$ cat config.mk
export PLATFORM = sky130hd
export DESIGN_NAME = ifetch_unit
export DESIGN_NICKNAME = d
export VERILOG_FILES = /design/src/logic/ifetch_pkg.sv /design/src/logic/ifetch_unit.sv
export SDC_FILE = /design/constraint.sdc
export NUM_CORES = 1
export LEC_CHECK = 0
export ABC_AREA = 0
export BUFFER_PORTS_ARGS = -buffer_cell sky130_fd_sc_hd__buf_2
export CAP_MARGIN = 40
export CORE_MARGIN = 3
export CORE_UTILIZATION = 53
export DETAILED_ROUTE_END_ITERATION = 12
export PLACE_DENSITY_LB_ADDON = 0.1
export SLEW_MARGIN = 10
export SYNTH_ARGS = -nofsm -noshare
export SYNTH_HDL_FRONTEND = slang
export SYNTH_SLANG_ARGS = --single-unit
$ cat constraint.sdc
create_clock -name clk -period 3.4 [get_ports clk]
set_input_delay 0.68 -clock clk [delete_from_list [all_inputs] [get_ports clk]]
set_output_delay 0.68 -clock clk [all_outputs]
set_load 0.03 [all_outputs]
$ cat src/logic/ifetch_pkg.sv
`default_nettype none

package ifetch_pkg;

   ////////////////////////////////////////////////////////////////////////////
   // Data widths
   ////////////////////////////////////////////////////////////////////////////

   // Byte address, also the PC
   typedef logic [31:0] addr_t;

   // One instruction word
   typedef logic [31:0] inst_t;

   // Upload byte from the host side
   typedef logic [7:0] byte_t;

   ////////////////////////////////////////////////////////////////////////////
   // Constants
   ////////////////////////////////////////////////////////////////////////////

   // PC after reset and after a program upload
   localparam addr_t RESET_VECTOR = 32'h0000_0000;

   ////////////////////////////////////////////////////////////////////////////
   // Loader FSM
   ////////////////////////////////////////////////////////////////////////////

   // Idle, or inside an upload session
   typedef enum logic {
      LOAD_IDLE   = 1'b0,
      LOAD_ACTIVE = 1'b1
   } load_state_e;

endpackage

`default_nettype wire
$ cat src/logic/ifetch_unit.sv
`timescale 1ns/1ps
`default_nettype none

module ifetch_unit #(
   parameter int IMEM_ADDR_W = 14
) (
   input  wire                      clk,
   input  wire                      rstn,
   // Pipeline control
   input  wire                      pause_i,
   input  wire                      branch_i,
   input  wire                      zero_i,
   input  wire                      jump_i,
   input  wire                      jalr_i,
   input  wire ifetch_pkg::addr_t   branch_pc_i,
   input  wire ifetch_pkg::addr_t   imm_i,
   input  wire ifetch_pkg::addr_t   alu_result_i,
   // From arbiter and loader
   input  wire                      fetch_grant_i,
   input  wire                      restart_i,
   // RAM read data
   input  wire ifetch_pkg::inst_t   rdata_i,
   // RAM request
   output logic                     fetch_req_o,
   output logic [IMEM_ADDR_W-1:0]   fetch_addr_o,
   // Fetched word and its tag
   output ifetch_pkg::inst_t        inst_o,
   output ifetch_pkg::addr_t        pc_o,
   output ifetch_pkg::addr_t        pc_plus4_o,
   output logic                     inst_valid_o,
   output logic                     flush_o
);

   ifetch_pkg::addr_t pc_q;
   ifetch_pkg::addr_t next_pc;
   ifetch_pkg::addr_t target_pc;
   logic              take_target;
   logic              fetch_fire;

   ////////////////////////////////////////////////////////////////////////////
   // Next PC selection
   ////////////////////////////////////////////////////////////////////////////

   // Taken branch or unconditional jump
   assign take_target = (branch_i & zero_i) | jump_i;
   assign target_pc   = branch_pc_i + imm_i;

   // Branch/jump beats jalr, jalr beats sequential
   always_comb begin
      if (take_target) begin
         next_pc = target_pc;
      end else if (jalr_i) begin
         next_pc = alu_result_i;
      end else begin
         next_pc = pc_q + 32'd4;
      end
   end

   // Any redirect kills the word already in flight
   assign flush_o = take_target | jalr_i;

   // RAM request side
   assign fetch_req_o  = ~pause_i;
   assign fetch_addr_o = pc_q[IMEM_ADDR_W+1:2];
   // RAM actually reads for us this cycle
   assign fetch_fire   = fetch_req_o & fetch_grant_i;

   ////////////////////////////////////////////////////////////////////////////
   // PC register
   ////////////////////////////////////////////////////////////////////////////

   always_ff @(posedge clk or negedge rstn) begin
      if (!rstn) begin
         pc_q <= ifetch_pkg::RESET_VECTOR;
      end else if (restart_i) begin
         // Fresh program, start over
         pc_q <= ifetch_pkg::RESET_VECTOR;
      end else if (fetch_fire) begin
         pc_q <= next_pc;
      end
   end

   ////////////////////////////////////////////////////////////////////////////
   // Output tag, aligned with the RAM read
   ////////////////////////////////////////////////////////////////////////////

   always_ff @(posedge clk or negedge rstn) begin
      if (!rstn) begin
         pc_o         <= ifetch_pkg::RESET_VECTOR;
         inst_valid_o <= 1'b0;
      end else if (!fetch_grant_i) begin
         // Loader owns the RAM, nothing useful comes out
         inst_valid_o <= 1'b0;
      end else if (fetch_fire) begin
         pc_o         <= pc_q;
         // Wrong-path word on a redirect
         inst_valid_o <= ~flush_o & ~restart_i;
      end
   end

   // RAM output register already holds the word
   assign inst_o     = rdata_i;
   assign pc_plus4_o = pc_o + 32'd4;

endmodule

`default_nettype wire

==> summary.md <==
• **routability cong.** 0.884
• **most frequent standard cell in the layout excluding fill and tap cells** buf_2
• **post-detailed-route wirelength per cell** 16.6 um
• **worst max-slew margin expressed relative to the limit** 49.8%
• **fin nets** 1,108
• **required arrival time at the worst endpoint** 2.72 ns
• **clock-pin slew of the registers on the worst-case setup and hold paths** 0.05 ns
• **global-route wire length before repair** 29,000 um
• **number of vias after detailed routing** 6,350
• **clock share of power** 34.2%
• **number of cells in the design after placement** 1,064
• **Die Outline Area** 0.0126 sq mm
• **Pwr per Cell Area** 400 mW/mm^2
• **switching pwr** 1.02 mW
• **commonest cells after routing, fill and taps aside** buf_2, nand2_1, dfrtp_1
• **Clock Sink Count** 65
• **Worst R2R Path Depth** 9
• **number of library cell types mapped by synthesis** 63
• **Syn Inst Count** 799
• **Total Wirelength** 18,000 um
• **area added between synthesis and finish** 18.8%
• **fraction of synthesis flops using an asynchronous set or reset pin** 100%
• **share of the clock period used by the worst path after layout** 93.7%
• **Initial Util** 54.9%
• **number of flops mapped to enable cells by yosys** 0
• **filler cell count in the final layout** 967
• **post-detailed-route DRC marker count** 0
• **CTS Buffer Depth** 2
• **Switching Fraction** 35.6%
• **Max Transition Viols Final** 0
• **top flip-flop cell by instance count after synthesis** dfrtp_1
• **total number of placement rows** 38
• **final setup vio count** 0
• **I/O pin cnt** 250
• **run status** completed
• **maximum capacitance violations** 0
• **antenna violation net count after detailed routing** 0
• **sequential power share** 32.9%
• **slew at the pin closest to its max-slew limit** 0.750 ns
• **number of standard cells in the layout, taps in and fillers out** 1,082
• **global route overflow** 0
• **synthesized area per cell** 7.52 sq um
• **Max rail drop VDD** 280 uV
• **Max H-tree Level** 3
• **warning count from the yosys run** 0
• **Post-Syn Nets** 970
• **aggregate global-route resource usage** 27.5%
• **category of the critical setup timing path** flip-flop to primary output
• **number of buffer cells added on primary ports** 185
• **mapped cell area** 0.00601 sq mm
• **Max Clock Skew** 0.00614 ns
• **sequential area share after synthesis** 27.1%
• **Gate power share** 32.9%
• **area occupied by multi-input gates** 0.00385 sq mm
• **area inside the core boundary** 0.0109 sq mm
• **Final Critical Period** 3.19 ns
• **Root Buffer Master** clkbuf_16
• **clock tree from TritonCTS** done
• **critical path peak fanout** 5
• **arrival time at the worst endpoint** 2.51 ns
• **insertion delay to the later sink of the worst-skew pair** 0.33 ns
• **Chip Height** 112 um
• **combined flip-flop and latch cell area** 0.00163 sq mm
• **endpoint of the most critical register-to-register path** pc_q[29]
• **Final HPWL DP** 13,900 um
• **post-detailed-route via-to-cell ratio** 5.87
• **static leakage power** 3.52 nW
• **crit start category** flip-flop
• **Hold Path Class** primary input to asynchronous set/reset pin
• **post-synthesis register bit count** 65
• **share of layout cells above drive strength 1** 24.8%
• **clock buffer count from CTS** 9
• **antenna violations before repair** 1
• **length of the first detailed-routing pass in iterations** 5
• **Die X** 112 um
• **internal cell power** 1.84 mW
• **Reg2Reg Launch Point** pc_q[11]
• **critical path endpoint category** primary output
• **count of routing violations after the opening detailed-route iteration** 504
• **f_max** 314 MHz
• **via count of the first global-routing pass** 5,958
• **pin count of the biggest net entering global routing** 49
• **Worst R2R Setup Slack** 0.78 ns
• **total power draw** 2.85 mW
• **final count of hold timing violations** 0
• **Final Hold Slack** 0.309 ns
-- cell type report --
| class | instances | area share (%) |
|---|---|---|
| Inverter | 21 | 1.10 |
| Tap cell | 140 | 2.45 |
| Timing Repair Buffer | 205 | 15.3 |
| Multi-Input combinational cell | 635 | 54.0 |
| Antenna cell | 1 | 0.0351 |
| Clock inverter | 3 | 0.912 |
| Clock buffer | 12 | 3.45 |
| Sequential cell | 65 | 22.8 |
-- power by group through the flow --
stage	Clock [mW]	Combinational [mW]	Sequential [mW]
6_report	0.976	0.938	0.939
4_1_cts	0.987	0.932	0.935
3_3_place_gp	0	0.916	0.942
2_1_floorplan	0	0.641	0.998
5_1_grt	1.03	1.03	0.950
3_5_place_dp	0	0.927	0.948
-- registers in the layout, summed over array words and instances, names as in the netlist --
signal and cells:
inst_valid_o 1, pc_o 32, pc_q 32
-- critical path, stage by stage, from the launching register on --
cell and delay, ns:
dfrtp_1 0.42, ha_1 0.23, nand4_1 0.21, nor2_4 0.19, and3_1 0.21, and2_1 0.21
inv_1 0.07, nor2_1 0.14, nand4_1 0.13, xnor2_1 0.16, clkbuf_4 0.21
-- synth_stat cells, types with 22 or more instances --
library cell    n  share of area, %
dfrtp_1        65                27
clkbuf_1       22               1.4
a21oi_1        49               4.1
nand2_1       158               9.9
o21ai_0        39               3.2
nor2_1         62               3.9
xor2_1         28               4.1
xnor2_1        38               5.5
ha_1           33               6.9
buf_4          48               6.0
nand3_1        42               3.5
-- worst max-delay path by stage --
stage	cells after the start	from	slack [ns]	to
finish	10	pc_o[2]	0.21	pc_plus4_o[30]
global route	10	pc_o[2]	-0.03	pc_plus4_o[30]
CTS	10	pc_o[2]	0.1	pc_plus4_o[30]
detailed placement	15	branch_pc_i[0]	0.03	pc_q[24]
global placement	11	branch_pc_i[20]	0.15	pc_q[31]
floorplan	9	pc_o[3]	0.35	pc_plus4_o[30]
-- layer usage --
layer / global-route usage (%) / up-vias / part of all wire [%]
li1: - / 3054 / -
met1: 38.8 / 2950 / 45
met2: 42.9 / 302 / 44
met3: 4.58 / 44 / 8.4
met4: 9.38 / 0 / 2.4
met5: 0 / - / 0
-- per-stage QoR --
step           setup TNS [ns]  instance area, sq um  setup slack [ns]  util [%]
3_3_place_gp                0                  6790             0.146      62.0
2_1_floorplan               0                  6010             0.354         -
5_1_grt               -0.0253                  7140           -0.0253      65.3
3_5_place_dp                0                  6790            0.0281      62.0
4_1_cts                     0                  7100            0.0977      64.9
6_report                    0                  7140             0.214      65.3
-- cell families (layout without fill, tap and decap cells) --
family | count (synthesis) | count (layout) | share of synthesized area [%]
AND/OR/NAND/NOR | 346 | 346 | 26.1
AO/OA/AOI/OAI | 188 | 188 | 20.6
buffers and inverters | 99 | 241 | 9.25
XOR/XNOR | 66 | 66 | 9.62
flip-flops | 65 | 65 | 27.1
adder cells (fa/ha/maj) | 34 | 34 | 7.21
multiplexers | 1 | 1 | 0.167
other | 0 | 1 | 0
-- what timing repair did --
| action | in CTS | in global routing |
|---|---|---|
| setup endpoints to repair | 0 | 2 |
| resized for setup | 0 | 3 |
| buffers inserted | 0 | 1 |
| hold buffers | 0 | 0 |
Power figures use the tool's default switching activity.
