===== src/logic/ifetch_pkg.sv =====
`default_nettype none

package ifetch_pkg;

   ////////////////////////////////////////////////////////////////////////////
   // Data widths
   ////////////////////////////////////////////////////////////////////////////

   // Byte address, also the PC
   typedef logic [31:0] addr_t;

   // One instruction word
   typedef logic [31:0] inst_t;

   // Upload byte from the host side
   typedef logic [7:0] byte_t;

   ////////////////////////////////////////////////////////////////////////////
   // Constants
   ////////////////////////////////////////////////////////////////////////////

   // PC after reset and after a program upload
   localparam addr_t RESET_VECTOR = 32'h0000_0000;

   ////////////////////////////////////////////////////////////////////////////
   // Loader FSM
   ////////////////////////////////////////////////////////////////////////////

   // Idle, or inside an upload session
   typedef enum logic {
      LOAD_IDLE   = 1'b0,
      LOAD_ACTIVE = 1'b1
   } load_state_e;

endpackage

`default_nettype wire

===== src/logic/imem_arbiter.sv =====
`timescale 1ns/1ps
`default_nettype none

module imem_arbiter #(
   parameter int IMEM_ADDR_W = 14
) (
   input  wire                      clk,
   input  wire                      rstn,
   // Loader side
   input  wire                      loader_busy_i,
   input  wire                      wr_en_i,
   input  wire [IMEM_ADDR_W-1:0]    wr_addr_i,
   input  wire ifetch_pkg::inst_t   wr_data_i,
   // Fetch side
   input  wire                      fetch_req_i,
   input  wire [IMEM_ADDR_W-1:0]    fetch_addr_i,
   output logic                     fetch_grant_o,
   // RAM port
   output logic                     mem_en_o,
   output logic                     mem_we_o,
   output logic [IMEM_ADDR_W-1:0]   mem_addr_o,
   output ifetch_pkg::inst_t        mem_wdata_o
);

   logic owner_q;
   logic loader_owns;

   // Loader held the port last cycle
   always_ff @(posedge clk or negedge rstn) begin
      if (!rstn) begin
         owner_q <= 1'b0;
      end else begin
         owner_q <= loader_busy_i;
      end
   end

   // Busy is registered in the loader, so ownership only moves at an edge
   // One guard cycle after the load before fetch gets the port back
   assign loader_owns   = loader_busy_i | owner_q;
   assign fetch_grant_o = ~loader_owns;

   ////////////////////////////////////////////////////////////////////////////
   // Port mux
   ////////////////////////////////////////////////////////////////////////////

   // RAM only runs for a write or a granted read
   assign mem_en_o    = loader_owns ? wr_en_i : fetch_req_i;
   assign mem_we_o    = loader_owns & wr_en_i;
   assign mem_addr_o  = loader_owns ? wr_addr_i : fetch_addr_i;
   assign mem_wdata_o = wr_data_i;

endmodule

`default_nettype wire


===== config.mk =====
export PLATFORM = sky130hd
export DESIGN_NAME = imem_arbiter
export DESIGN_NICKNAME = d
export VERILOG_FILES = /design/src/logic/ifetch_pkg.sv /design/src/logic/imem_arbiter.sv
export SDC_FILE = /design/constraint.sdc
export NUM_CORES = 1
export LEC_CHECK = 0
export BUFFER_PORTS_ARGS = -buffer_cell sky130_fd_sc_hd__buf_2
export CAP_MARGIN = 20
export CORE_MARGIN = 2
export CORE_UTILIZATION = 23
export CTS_CLUSTER_DIAMETER = 150
export DETAILED_ROUTE_END_ITERATION = 7
export PLACE_DENSITY = 0.93
export SYNTH_ARGS = -nofsm -noshare
export SYNTH_HDL_FRONTEND = slang
export SYNTH_SLANG_ARGS = --single-unit

===== constraint.sdc =====
create_clock -name clk -period 1.3 [get_ports clk]
set_input_delay 0.13 -clock clk [delete_from_list [all_inputs] [get_ports clk]]
set_output_delay 0.13 -clock clk [all_outputs]
set_load 0.1 [all_outputs]

==> flow_summary.html <==
<table>
<tr><th>Metric</th><th>Value</th></tr>
<tr><th colspan="2">Logic synthesis</th></tr>
<tr><td>Cell count after synthesis</td><td>51</td></tr>
<tr><td>Commonest cells in the synthesized netlist</td><td>sky130_fd_sc_hd__buf_4, sky130_fd_sc_hd__mux2_4, sky130_fd_sc_hd__mux2_2</td></tr>
<tr><td>Main combinational cell family by area after synthesis</td><td>buffers and inverters</td></tr>
<tr><td>Fraction of the mapped netlist area in adder cells</td><td>0</td></tr>
<tr><td>Count of cell types in the netlist</td><td>7</td></tr>
<tr><td>Synthesized area</td><td>502 um^2</td></tr>
<tr><td>Compound-gate portion of the synthesized area</td><td>0</td></tr>
<tr><td>Avg Cell Area, Syn</td><td>9.84 um^2</td></tr>
<tr><td>Count of warnings emitted by yosys</td><td>0</td></tr>
<tr><td>Sequential fraction of the synthesis area</td><td>0.0499</td></tr>
<tr><td>Synth async-reset ratio</td><td>1.00</td></tr>
<tr><td>Main area contributors after synthesis</td><td>sky130_fd_sc_hd__buf_4, sky130_fd_sc_hd__mux2_4, sky130_fd_sc_hd__mux2_2, sky130_fd_sc_hd__dfrtp_1, sky130_fd_sc_hd__buf_12</td></tr>
<tr><td>XOR/XNOR share of the synthesized area</td><td>0</td></tr>
<tr><td>Synth area leader</td><td>sky130_fd_sc_hd__buf_4</td></tr>
<tr><td>Count of flip-flops with a built-in enable after synthesis</td><td>0</td></tr>
<tr><td>Synthesized netlist net count</td><td>116</td></tr>
<tr><td>Primary FF master, synth</td><td>sky130_fd_sc_hd__dfrtp_1</td></tr>
<tr><td>Portion of netlist area occupied by mux cells</td><td>0.397</td></tr>
<tr><td>Share of Yosys cell area claimed by the top area cell type</td><td>0.479</td></tr>
<tr><td>Library cell with the highest instance count after synthesis</td><td>sky130_fd_sc_hd__buf_4</td></tr>
<tr><td>Area fraction in and, or, nand and nor cells after synthesis</td><td>0.0349</td></tr>
<tr><td>Synthesized flop and latch total</td><td>1</td></tr>
<tr><th colspan="2">Setup path</th></tr>
<tr><td>Worst Setup Start Kind</td><td>flop</td></tr>
<tr><td>Worst Path Max Fanout</td><td>4</td></tr>
<tr><td>Worst endpoint data arrival time</td><td>1210 ps</td></tr>
<tr><td>Type of destination of the critical path</td><td>output port</td></tr>
<tr><td>CP required</td><td>1170 ps</td></tr>
<tr><td>Class of the most critical setup path</td><td>flop to output port</td></tr>
<tr><td>Worst-path cell chain</td><td>nor2_4, buf_12, buf_12, mux2_4, buf_12</td></tr>
<tr><td>Cell occurring most often along the worst timing path</td><td>sky130_fd_sc_hd__buf_12</td></tr>
<tr><td>Slowest-stage cell, CP</td><td>sky130_fd_sc_hd__dfrtp_1</td></tr>
<tr><td>Worst path max stage delay</td><td>370 ps</td></tr>
<tr><th colspan="2">CTS</th></tr>
<tr><td>Clock transition at the register clock pins on the worst setup and hold paths after CTS</td><td>0 ps</td></tr>
<tr><th colspan="2">Min path</th></tr>
<tr><td>Capture endpoint of the worst hold path</td><td>mem_wdata_o[18]</td></tr>
<tr><td>Cells on Worst Hold Path</td><td>0</td></tr>
<tr><td>Min-delay worst type</td><td>input port to output port</td></tr>
<tr><td>Min-delay src</td><td>wr_data_i[18]</td></tr>
<tr><th colspan="2">Power</th></tr>
<tr><td>VDD IR max</td><td>423 uV</td></tr>
<tr><td>PwrDens</td><td>765 nW/um^2</td></tr>
<tr><td>Sum of internal, switching and leakage power</td><td>roughly 690 uW</td></tr>
<tr><td>Reported leakage power</td><td>0.465 nW</td></tr>
<tr><th colspan="2">Global route</th></tr>
<tr><td>Global routing usage on met2</td><td>0.287</td></tr>
<tr><td>First-pass GRT wire length</td><td>2.31 mm</td></tr>
<tr><td>Number of global-route vias before repair</td><td>464</td></tr>
<tr><td>Maximum number of pins on one net before global-route repair</td><td>8</td></tr>
<tr><td>Most used routing layer</td><td>met2</td></tr>
<tr><td>GRT met3 Usage</td><td>0.0417</td></tr>
<tr><td>Met1 track demand over resource in global routing</td><td>0.0802</td></tr>
<tr><td>Total Routing Usage GR</td><td>0.118</td></tr>
<tr><td>Remaining global-route overflow</td><td>0</td></tr>
<tr><td>Antenna violations before repair</td><td>0</td></tr>
<tr><th colspan="2">Final layout</th></tr>
<tr><td>Storage element area</td><td>25.0 um^2</td></tr>
<tr><td>Area growth syn-to-layout</td><td>79.6%</td></tr>
<tr><td>Flip-flop count of the largest register, all copies and words added</td><td>1</td></tr>
<tr><td>Area of the multi-input gates</td><td>250 um^2</td></tr>
<tr><td>Largest registers</td><td>owner_q x1</td></tr>
<tr><td>Top reg by flops</td><td>owner_q</td></tr>
<tr><td>Fraction of final layout cells sized beyond drive strength 1</td><td>0.973</td></tr>
<tr><td>Fillcell total</td><td>189</td></tr>
<tr><td>Antenna fix cells</td><td>0</td></tr>
<tr><td>Post-layout net count</td><td>141</td></tr>
<tr><td>Layout Utilization</td><td>0.450</td></tr>
<tr><th colspan="2">STA</th></tr>
<tr><td>Maximum clock frequency</td><td>0.749 GHz</td></tr>
<tr><td>Setup TNS after final layout</td><td>-251 ps</td></tr>
<tr><td>Number of pins exceeding their max-slew limit in the final report</td><td>0</td></tr>
<tr><td>Transition at the pin with the smallest max-transition slack</td><td>127 ps</td></tr>
<tr><td>Final-report hold violation count</td><td>0</td></tr>
<tr><td>Final setup violation count</td><td>8</td></tr>
<tr><td>Unrepaired setup endpoints after global routing</td><td>yes</td></tr>
<tr><td>Share of the cycle needed by the critical path after routing</td><td>1.03</td></tr>
<tr><td>Worst Setup Slack, final</td><td>-35.2 ps</td></tr>
<tr><td>Min Tclk post-route</td><td>1340 ps</td></tr>
<tr><td>Max-slew headroom</td><td>0.915</td></tr>
<tr><th colspan="2">Placement</th></tr>
<tr><td>Detailed placement HPWL</td><td>around 1.4 mm</td></tr>
<tr><td>Final RePlAce weighted congestion</td><td>0.716</td></tr>
<tr><td># port buffers</td><td>49</td></tr>
<tr><th colspan="2">Job</th></tr>
<tr><td>Number of maximum-capacitance constraint violations</td><td>0</td></tr>
<tr><th colspan="2">Route</th></tr>
<tr><td>First-pass DRT Iterations</td><td>1</td></tr>
<tr><td>Starting DRC count in detailed routing</td><td>0</td></tr>
<tr><td>Antenna-violating nets left</td><td>0</td></tr>
<tr><td># DRC</td><td>0</td></tr>
<tr><td>DR vias</td><td>433</td></tr>
<tr><td>Sum of routed wire length over all layers</td><td>1.68 mm</td></tr>
<tr><td>Via density per instance</td><td>4.29</td></tr>
<tr><td>Routed wire length per instance</td><td>16.6 um</td></tr>
<tr><th colspan="2">Die</th></tr>
<tr><td>Die Height</td><td>50.7 um</td></tr>
<tr><td>Starting utilization of the core area</td><td>0.251</td></tr>
<tr><td>Die footprint</td><td>2570 um^2</td></tr>
<tr><td>Overall die width</td><td>50.7 um</td></tr>
<tr><td>Cell Rows</td><td>16</td></tr>
<tr><td>Core footprint</td><td>2000 um^2</td></tr>
<tr><td>Top-level I/O count</td><td>114</td></tr>
<tr><th colspan="2">Run status</th></tr>
<tr><td>Failing checks</td><td>setup timing</td></tr>
<tr><td>Result of the run</td><td>finished with violations</td></tr>
</table>
layout by cell type (no fill, tap or decap):
cell	instances
sky130_fd_sc_hd__buf_2	32
sky130_fd_sc_hd__buf_12	19
sky130_fd_sc_hd__mux2_4	15
sky130_fd_sc_hd__buf_4	2
sky130_fd_sc_hd__nor2_4	1
sky130_fd_sc_hd__nor2b_4	1
sky130_fd_sc_hd__dlygate4sd3_1	1
sky130_fd_sc_hd__dfrtp_1	1
sky130_fd_sc_hd__buf_6	1
sky130_fd_sc_hd__buf_8	1
area by class of cell:
| type | count | area share |
|---|---|---|
| timing repair buffer | 56 | 0.657 |
| multi-input combinational | 17 | 0.278 |
| tap | 27 | 0.0375 |
| sequential | 1 | 0.0278 |
metrics by stage:
step           hold slack (ps)  cell area, um^2  setup WS [ps]  std cells
6_report                   260              901          -35.2        101
5_1_grt                    260              901          -79.5        101
4_1_cts                    261              793          -77.3        100
3_5_place_dp             -93.0              706           -119         96
3_3_place_gp             -94.4              706           -110         96
2_1_floorplan             -166              509           -106         51
power by group:
group / internal (mW) / switching (mW) / leakage [nW]
combinational: 0.270 / 0.384 / 0.453
sequential: 0.0333 / 0.00124 / 0.0117
clock: 0 / 0 / 0
total: 0.303 / 0.386 / 0.465
how the worst max path moves through the flow:
stage          startpoint  slack, ps        endpoint
2_1_floorplan     owner_q       -110  mem_addr_o[10]
3_3_place_gp      owner_q       -110   mem_addr_o[8]
3_5_place_dp      owner_q       -120  mem_addr_o[10]
4_1_cts           owner_q        -80   mem_addr_o[5]
5_1_grt           owner_q        -80   mem_addr_o[7]
6_report          owner_q        -40   mem_addr_o[8]
cells by family (layout without fill, tap and decap cells):
group	after synthesis	after routing
multiplexers	15	15
flip-flops	1	1
buffers and inverters	33	56
AND/OR/NAND/NOR	2	2
critical path, delay by kind of cell, from the launching register on:
| family | cells | cell delay, ps |
|---|---|---|
| DFF | 1 | 370 |
| and+or+nand+nor | 1 | 130 |
| muxes | 1 | 310 |
| buffers and inverters | 3 | 390 |
routing by layer:
layer,wire length [um],up-vias
li1,-,183
met1,387,187
met2,973,63
met3,316,0
met4,0,0
met5,0,-
what timing repair did:
item | 4_1_cts | 5_1_grt
setup buffers | 3 | 2
hold endpoints to repair | 1 | 0
endpoints found under the setup margin | 15 | 13
resized for setup | 19 | 22
hold buffers | 1 | 0
gates cloned | 0 | 0
pin swaps | 1 | 1
No activity file was read; power rests on OpenSTA's default activity.
