--- src/logic/ifetch_pkg.sv ---
`default_nettype none

package ifetch_pkg;

   ////////////////////////////////////////////////////////////////////////////
   // Data widths
   ////////////////////////////////////////////////////////////////////////////

   // Byte address, also the PC
   typedef logic [31:0] addr_t;

   // One instruction word
   typedef logic [31:0] inst_t;

   // Upload byte from the host side
   typedef logic [7:0] byte_t;

   ////////////////////////////////////////////////////////////////////////////
   // Constants
   ////////////////////////////////////////////////////////////////////////////

   // PC after reset and after a program upload
   localparam addr_t RESET_VECTOR = 32'h0000_0000;

   ////////////////////////////////////////////////////////////////////////////
   // Loader FSM
   ////////////////////////////////////////////////////////////////////////////

   // Idle, or inside an upload session
   typedef enum logic {
      LOAD_IDLE   = 1'b0,
      LOAD_ACTIVE = 1'b1
   } load_state_e;

endpackage

`default_nettype wire
--- src/logic/prog_loader.sv ---
`timescale 1ns/1ps
`default_nettype none

module prog_loader #(
   parameter int IMEM_ADDR_W = 14
) (
   input  wire                      clk,
   input  wire                      rstn,
   // Upload side
   input  wire                      load_start_i,
   input  wire                      byte_valid_i,
   input  wire ifetch_pkg::byte_t   byte_i,
   input  wire                      load_end_i,
   // Session status
   output logic                     busy_o,
   output logic                     done_o,
   // RAM write port
   output logic                     wr_en_o,
   output logic [IMEM_ADDR_W-1:0]   wr_addr_o,
   output ifetch_pkg::inst_t        wr_data_o
);

   ifetch_pkg::load_state_e state_q;
   ifetch_pkg::load_state_e state_d;
   logic [1:0]              byte_cnt_q;
   ifetch_pkg::inst_t       shift_q;
   logic                    byte_take;

   ////////////////////////////////////////////////////////////////////////////
   // Session FSM
   ////////////////////////////////////////////////////////////////////////////

   always_comb begin
      state_d = state_q;
      case (state_q)
         ifetch_pkg::LOAD_IDLE: begin
            if (load_start_i) begin
               state_d = ifetch_pkg::LOAD_ACTIVE;
            end
         end
         ifetch_pkg::LOAD_ACTIVE: begin
            if (load_end_i) begin
               state_d = ifetch_pkg::LOAD_IDLE;
            end
         end
         default: state_d = ifetch_pkg::LOAD_IDLE;
      endcase
   end

   always_ff @(posedge clk or negedge rstn) begin
      if (!rstn) begin
         state_q <= ifetch_pkg::LOAD_IDLE;
      end else begin
         state_q <= state_d;
      end
   end

   assign busy_o = (state_q == ifetch_pkg::LOAD_ACTIVE);
   // High in the cycle whose edge ends the session
   assign done_o = busy_o & load_end_i;

   // Stray bytes outside a session go nowhere
   assign byte_take = busy_o & byte_valid_i;

   ////////////////////////////////////////////////////////////////////////////
   // Byte packing
   ////////////////////////////////////////////////////////////////////////////

   // Fourth byte completes the word, written straight away
   assign wr_en_o   = byte_take & (byte_cnt_q == 2'd3);
   // Little-endian, earliest byte lands in bits 7:0
   assign wr_data_o = {byte_i, shift_q[31:8]};

   always_ff @(posedge clk or negedge rstn) begin
      if (!rstn) begin
         byte_cnt_q <= 2'd0;
         wr_addr_o  <= '0;
      end else if (load_start_i && !busy_o) begin
         // New session starts at word 0
         byte_cnt_q <= 2'd0;
         wr_addr_o  <= '0;
      end else if (load_end_i) begin
         // Partial word dropped
         byte_cnt_q <= 2'd0;
      end else if (byte_take) begin
         byte_cnt_q <= byte_cnt_q + 2'd1;
         if (wr_en_o) begin
            wr_addr_o <= wr_addr_o + 1'b1;
         end
      end
   end

   // Payload shift register
   always_ff @(posedge clk) begin
      if (byte_take) begin
         shift_q <= {byte_i, shift_q[31:8]};
      end
   end

endmodule

`default_nettype wire

--- config.mk ---
export PLATFORM = sky130hd
export DESIGN_NAME = prog_loader
export DESIGN_NICKNAME = d
export VERILOG_FILES = /design/src/logic/ifetch_pkg.sv /design/src/logic/prog_loader.sv
export SDC_FILE = /design/constraint.sdc
export NUM_CORES = 1
export LEC_CHECK = 0
export ABC_CLOCK_PERIOD_IN_PS = 1450
export BUFFER_PORTS_ARGS = -buffer_cell sky130_fd_sc_hd__buf_4
export CORE_MARGIN = 1
export CORE_UTILIZATION = 26
export DETAILED_ROUTE_END_ITERATION = 7
export GPL_TIMING_DRIVEN = 0
export PLACE_DENSITY = 0.51
export SYNTH_ARGS = -nofsm -noshare
export SYNTH_HDL_FRONTEND = slang
export SYNTH_SLANG_ARGS = --single-unit
--- constraint.sdc ---
create_clock -name clk -period 1.45 [get_ports clk]
set_input_delay 0.2175 -clock clk [delete_from_list [all_inputs] [get_ports clk]]
set_output_delay 0.2175 -clock clk [all_outputs]
set_load 0.05 [all_outputs]
==> run summary, run 1 <==
Vias per inst: 4.35
Top cell type's share of synthesized area: 41.9%
Clk sinks: 41
RePlAce Congestion: 0.728
# rows: 29
Footprint of the multi-input gates: 552 um2
Yosys top cell by area: edfxtp_1
Min-delay worst type: input pin to flop
Power Total: 2.78 mW
Crit. End Element: flop
Fill cell count: 619
Chip Height: 83.4 um
Area Overhead vs Synth: 45.9%
# H-tree levels: 2
Max_cap viols: 0
IO Port Bufs: 61
Synth unique cells: 31
Root Buffer: clkbuf_8
Die area: 6950 um2
First-pass GRT wire length: 6120 um
Reg clk slew, reported paths: 0.08 ns
Most frequent cells in the layout: 69 x buf_4, 24 x edfxtp_1, 13 x dfrtp_2, 12 x nor2_1, 8 x xnor2_1
Proportion of layout cells with a drive suffix above 1: 55.1%
WL/cell: 13.8 um
Final Setup Violations: 0
CTS tree: built
DPL Wire Length: 2680 um
Crit-path max FO: 10
Power Dens Cells: 1110 nW/um2
#FFs+latches synth: 41
Largest cells by area after synthesis: edfxtp_1 42%, dfrtp_1 25%, xnor2_1 4.1%, buf_4 3.5%, nor2_1 2.8%
Static Leak: 1.10 nW
Number of global-route vias before repair: 1183
Period utilization: 99.4%
Status: completed
Via count: 1187
Worst Tran Pin Value: 0.266 ns
R2r setup slk: 0.008 ns
Synth Net Count: 139
Total CTS buffers: 5
Nets: 211
Avg Inst Size Synth: 14.0 um2
Synth Instances: 123
Dpl ws: -0.124 ns
CP Launch Type: flop
Core Area: 6390 um2
Initial Util: 27.0%
RSZ-0062 raised after global routing: yes
Latest clock arrival within the worst-skew pair: 0.30 ns
Critical Path AT: 1.62 ns
Longest Clk Path Bufs: 2
Antenna Nets Post-Route: 0
DRC: 0
Kind of critical path: flop to flop
Final Max Slew Viols: 0
Required time of the critical path: 1.63 ns
Worst hold slack: 0.102 ns
Slew headroom: 82.2%
Drt pass-1 iters: 4
Synth Warn #: 0
Max VDD drop: 459 uV
Final WS setup: 0.00839 ns
Final Hold Fails: 0
Routed wire length: 3770 um
Initial antenna violation count: 0
Iteration-0 DRC count of the detailed router: 65
Most common cell after layout, fill and taps aside: buf_4
Skew final: 0.00712 ns
Grt ovf: 0
Die W: 83.4 um
Final worst path period need: 1.44 ns
Global-route usage over all layers: 11.5%
Seq/Total Area, Yosys: 66.6%
# IOs: 62
Synthesized cell area: 1720 um2
# diodes: 0
Max Clk Rate: 0.694 GHz
Register cell area after layout: 1160 um2
Largest net degree at the start of global routing: 18
sequential cells by signal, indices dropped and copies added, names as in the netlist:
| register | cells |
|---|---|
| busy_o | 1 |
| shift_q | 24 |
| byte_cnt_q | 2 |
| wr_addr_o | 14 |
metrics by stage:
step / util [%] / TNS [ns] / std cells / instance area, um2
4_1_cts: 38.9 / -0.0439 / 271 / 2490
2_1_floorplan: - / -0.0121 / 123 / 1770
5_1_grt: 39.3 / -0.500 / 273 / 2510
6_report: 39.3 / 0 / 273 / 2510
3_5_place_dp: 36.4 / -1.92 / 261 / 2320
3_3_place_gp: 36.4 / -1.19 / 261 / 2320
critical path: stages (launching register included):
cell and delay [ns]:
dfrtp_1 0.40, ha_4 0.17, nand4b_4 0.12, buf_6 0.17, nor4_4 0.26, xnor2_1 0.15, nor2_1 0.05
routing by layer:
metal  track usage, %  routed length [um]  up-vias
li1                 -                   -      577
met1             14.4                1680      573
met2             17.7                1830       28
met3             3.78                 170        9
met4             5.96                  85        0
met5                0                   0        -
where the power goes:
| part | internal [mW] | switching, mW |
|---|---|---|
| Clock | 0.517 | 0.408 |
| Sequential | 1.31 | 0.0282 |
| Combinational | 0.156 | 0.358 |
| Total | 1.99 | 0.794 |
cell families (layout without fill, tap and decap cells):
family	count (synthesis)	in the layout	synth area share, %
adders and majority gates	3	3	2.18
AOI/OAI and AO/OA	7	7	2.98
buffers and inverters	13	86	5.01
and+or+nand+nor	46	46	16.5
muxes	2	2	1.16
xor gates and xnor gates	11	11	5.60
DFF	41	41	66.6
final cells by class:
type | instances | area share (%)
clock buffer | 6 | 2.89
sequential | 41 | 46.3
buffer | 10 | 3.04
tap | 77 | 3.83
inverter | 2 | 0.448
timing repair inverter | 1 | 0.299
timing repair buffer | 65 | 19.7
multi-input combinational | 69 | 22.0
clock inverter | 2 | 1.54
worst paths after layout:
kind                       depth (start not counted)     startpoint       endpoint
max                                                6  byte_cnt_q[1]  wr_addr_o[10]
min                                                1      byte_i[5]    shift_q[29]
max reg2reg                                        6  byte_cnt_q[1]  wr_addr_o[10]
min reg2reg                                        0    shift_q[16]     shift_q[8]
max in group asynchronous                          2           rstn   wr_addr_o[1]
min in group asynchronous                          2           rstn   wr_addr_o[6]
cell usage after synthesis:
master / number
a2111oi_2: 1
a21oi_1: 3
a31oi_1: 1
a41o_1: 1
and2_1: 1
and2b_1: 1
and3_1: 1
and4b_1: 1
buf_1: 1
buf_4: 8
buf_6: 1
clkbuf_1: 1
dfrtp_1: 17
edfxtp_1: 24
ha_1: 3
inv_1: 2
mux2i_1: 2
nand2_1: 7
nand2b_1: 1
nand3_1: 4
nand4_1: 5
nand4_4: 1
nand4b_2: 1
nor2_1: 13
nor2_2: 1
nor3_1: 6
nor4_4: 2
o21ai_1: 1
or3_1: 1
xnor2_1: 8
xor2_1: 3
repair_timing:
item / in CTS / in global routing
hold endpoints to repair: 17 / 0
gates resized for setup: 6 / 4
endpoints found under the setup margin: 37 / 11
pin swaps: 1 / 1
hold buffers: 1 / 0
setup buffers: 1 / 2
cloned: 1 / 0
No activity file was read; power rests on OpenSTA's default activity.
==> run 2, diff against run 1 <==
--- a/config.mk
+++ b/config.mk
@@ -8,10 +8,10 @@
 export ABC_CLOCK_PERIOD_IN_PS = 1450
 export BUFFER_PORTS_ARGS = -buffer_cell sky130_fd_sc_hd__buf_4
 export CORE_MARGIN = 1
-export CORE_UTILIZATION = 26
+export CORE_UTILIZATION = 40
 export DETAILED_ROUTE_END_ITERATION = 7
 export GPL_TIMING_DRIVEN = 0
-export PLACE_DENSITY = 0.51
+export PLACE_DENSITY = 0.71
 export SYNTH_ARGS = -nofsm -noshare
 export SYNTH_HDL_FRONTEND = slang
 export SYNTH_SLANG_ARGS = --single-unit
==> run 2 against run 1 <==
The run now ends with negative setup slack left. Die area decreased by 34%. First-iteration DRC count shrank 45%. Flip-flop and latch count unchanged. Setup slack worse by 0.022 ns. Combinational power down 4.9%. Global-route usage grew 5.8 points. Non-clock buffer count unchanged. Maximum frequency is 1.5% lower. Final area is 0.20% lower. Total power up 5.9%. Worst hold slack better by 0.0012 ns.
==> run summary, run 2 (same netlist as run 1, synthesis figures left out) <==
Core Area: 4060 um2 (-36%)
Max_cap viols: 0 (unchanged)
Post-DP Area: 2290 um2 (-1.5%)
Power Total: 2.94 mW (+5.9%)
Design Area, Final: 2510 um2 (-0.20%)
Reg clk slew, reported paths: 0.08 ns (about the same)
Final Hold Fails: 0 (unchanged)
DRC: 0 (unchanged)
Final Max Slew Viols: 0 (unchanged)
Worst Tran Pin Value: 0.343 ns (+0.0768 ns)
Slowest stage delay, CP: 0.43 ns (+0.03 ns)
Slowest-stage cell, CP: a2111oi_2
RSZ-0062 raised after global routing: yes
Initial Util: 42.4% (+15 points)
Final WS setup: -0.0135 ns (-0.0219 ns)
Crit-path cells: ha_4 -> nand4b_4 -> a2111oi_2 -> xnor2_1 -> nor2_2
Skew final: 0.00497 ns (-0.00214 ns)
Period utilization: 101% (+1.5 points)
Drt pass-1 iters: 4 (unchanged)
Iteration-0 DRC count of the detailed router: 36 (-45%)
Chip Height: 67.6 um (-19%)
Most common cell after layout, fill and taps aside: buf_4
Critical Path AT: 1.65 ns (+0.03 ns)
CP top delay family: compound AO/OA/AOI/OAI gates
Global-route usage over all layers: 17.3% (+5.8 points)
Proportion of layout cells with a drive suffix above 1: 56.6% (+1.5 points)
CP bufs+invs: 0 (-1)
Number of global-route vias before repair: 1119 (-5.4%)
Kind of critical path: flop to flop
Max VDD drop: 727 uV (+58%)
Power Dens Cells: 1170 nW/um2 (+6.1%)
First-pass GRT wire length: 5490 um (-10%)
Die W: 67.6 um (-19%)
Routed wire length: 3780 um (+0.32%)
Largest regs: shift_q x24, wr_addr_o x14, byte_cnt_q x2
Max FFs per register: 24 (unchanged)
Max Clk Rate: 0.683 GHz (-1.5%)
Failing checks: negative setup slack
# H-tree levels: 2 (unchanged)
Grt ovf: 0 (unchanged)
Antenna Nets Post-Route: 0 (unchanged)
WL/cell: 15.4 um (+11%)
Die area: 4570 um2 (-34%)
Nets: 211 (unchanged)
Min-delay worst type: input pin to flop
Slew headroom: 77.1% (-5.1 points)
Final worst path period need: 1.46 ns (+0.0219 ns)
Required time of the critical path: 1.64 ns (about the same)
Worst hold slack: 0.103 ns (+0.00115 ns)
Static Leak: 1.11 nW (+1.2%)
# IOs: 62 (unchanged)
Largest net degree at the start of global routing: 25 (+7)
Longest Clk Path Bufs: 2 (unchanged)
Root Buffer: clkbuf_8
CP Launch Type: flop
Total CTS buffers: 5 (unchanged)
Area Overhead vs Synth: 45.6%
Initial antenna violation count: 0 (unchanged)
Most frequent cells in the layout: 70 x buf_4, 24 x edfxtp_1, 13 x nor2_1, 13 x dfrtp_2, 8 x xnor2_1
# rows: 23 (-21%)
Clk sinks: 41 (unchanged)
DPL Wire Length: 2680 um (about the same)
CTS tree: built
Via count: 1220 (+2.8%)
R2r setup slk: -0.01 ns (-0.02 ns)
Most flops, register: shift_q
Latest clock arrival within the worst-skew pair: 0.30 ns (about the same)
Crit-path max FO: 3 (-7)
Final Setup Violations: 1 (+1)
RePlAce Congestion: 0.774 (+6.3%)
Status: complete, but fails checks
Crit. End Element: flop
IO Port Bufs: 61 (unchanged)
Vias per inst: 4.96 (+14%)
# diodes: 0 (unchanged)
[run 2: cell count changes in the layout (fill, tap and decap cells not counted), sizes merged]
cell    change
clkbuf      -2
clkinv      -1
inv         +1
bufinv      +1
buf         +1
[run 2: path summary, 6_finish.rpt]
| check | startpoint | end | depth (start not counted) |
|---|---|---|---|
| worst min register to register | shift_q[25] | shift_q[17] | 0 |
| worst max register to register | byte_cnt_q[0] | wr_addr_o[12] | 5 |
| worst max-delay path | byte_cnt_q[0] | wr_addr_o[12] | 5 |
| max in group asynchronous | rstn | wr_addr_o[3] | 2 |
| worst min-delay path | load_end_i | byte_cnt_q[0] | 2 |
| min in group asynchronous | rstn | wr_addr_o[9] | 2 |
[run 2: where the power goes]
part,total [mW],switching [mW],internal (mW)
clock,1.10,0.411,0.693
sequential,1.35,0.0386,1.31
combinational,0.490,0.346,0.143
[run 2: final cells by class]
| cell class | instances | area [um2] |
|---|---|---|
| clock inverters | 3 | 68.8 |
| flip-flops and latches | 41 | 1160 |
| repair inverters | 1 | 7.51 |
| inverters | 2 | 11.3 |
| multi-input cells | 69 | 548 |
| well taps | 50 | 62.6 |
| repair buffers | 65 | 498 |
| clock buffers | 5 | 68.8 |
| fillers | 332 | 1550 |
| plain buffers | 10 | 80.1 |
[run 2: timing repair]
action                                  CTS  global route
endpoints found under the setup margin   24            34
gates resized for setup                   5             7
setup buffers                             1             2
hold buffers                              1             0
endpoints found under the hold margin    17             0
pin swaps                                 1             3
gates cloned                              0             1
[run 2: through the flow]
stage	setup slack, ns	utilization [%]	cells	setup TNS (ns)
detailed placement	-0.134	56.4	234	-0.485
CTS	0.00203	60.7	243	0
global route	-0.0965	61.8	246	-0.406
finish	-0.0135	61.8	246	-0.0135
floorplan	-0.0121	-	123	-0.0121
global placement	-0.0425	56.4	234	-0.0681
[run 2: worst reg2reg max path, delay by kind of cell (launching register included)]
family,cells,cell delay [ns]
XOR/XNOR,1,0.18
AO/OA/AOI/OAI,1,0.43
adder cells (fa/ha/maj),1,0.17
AND/OR/NAND/NOR,2,0.16
flip-flops,1,0.40
[run 2: layer usage]
metal	wire length, um	GRT usage [%]	up-vias
met5	0	0	-
met4	52	6.38	0
li1	-	-	578
met2	2060	28.1	29
met1	1490	20.6	608
met3	177	6.59	5
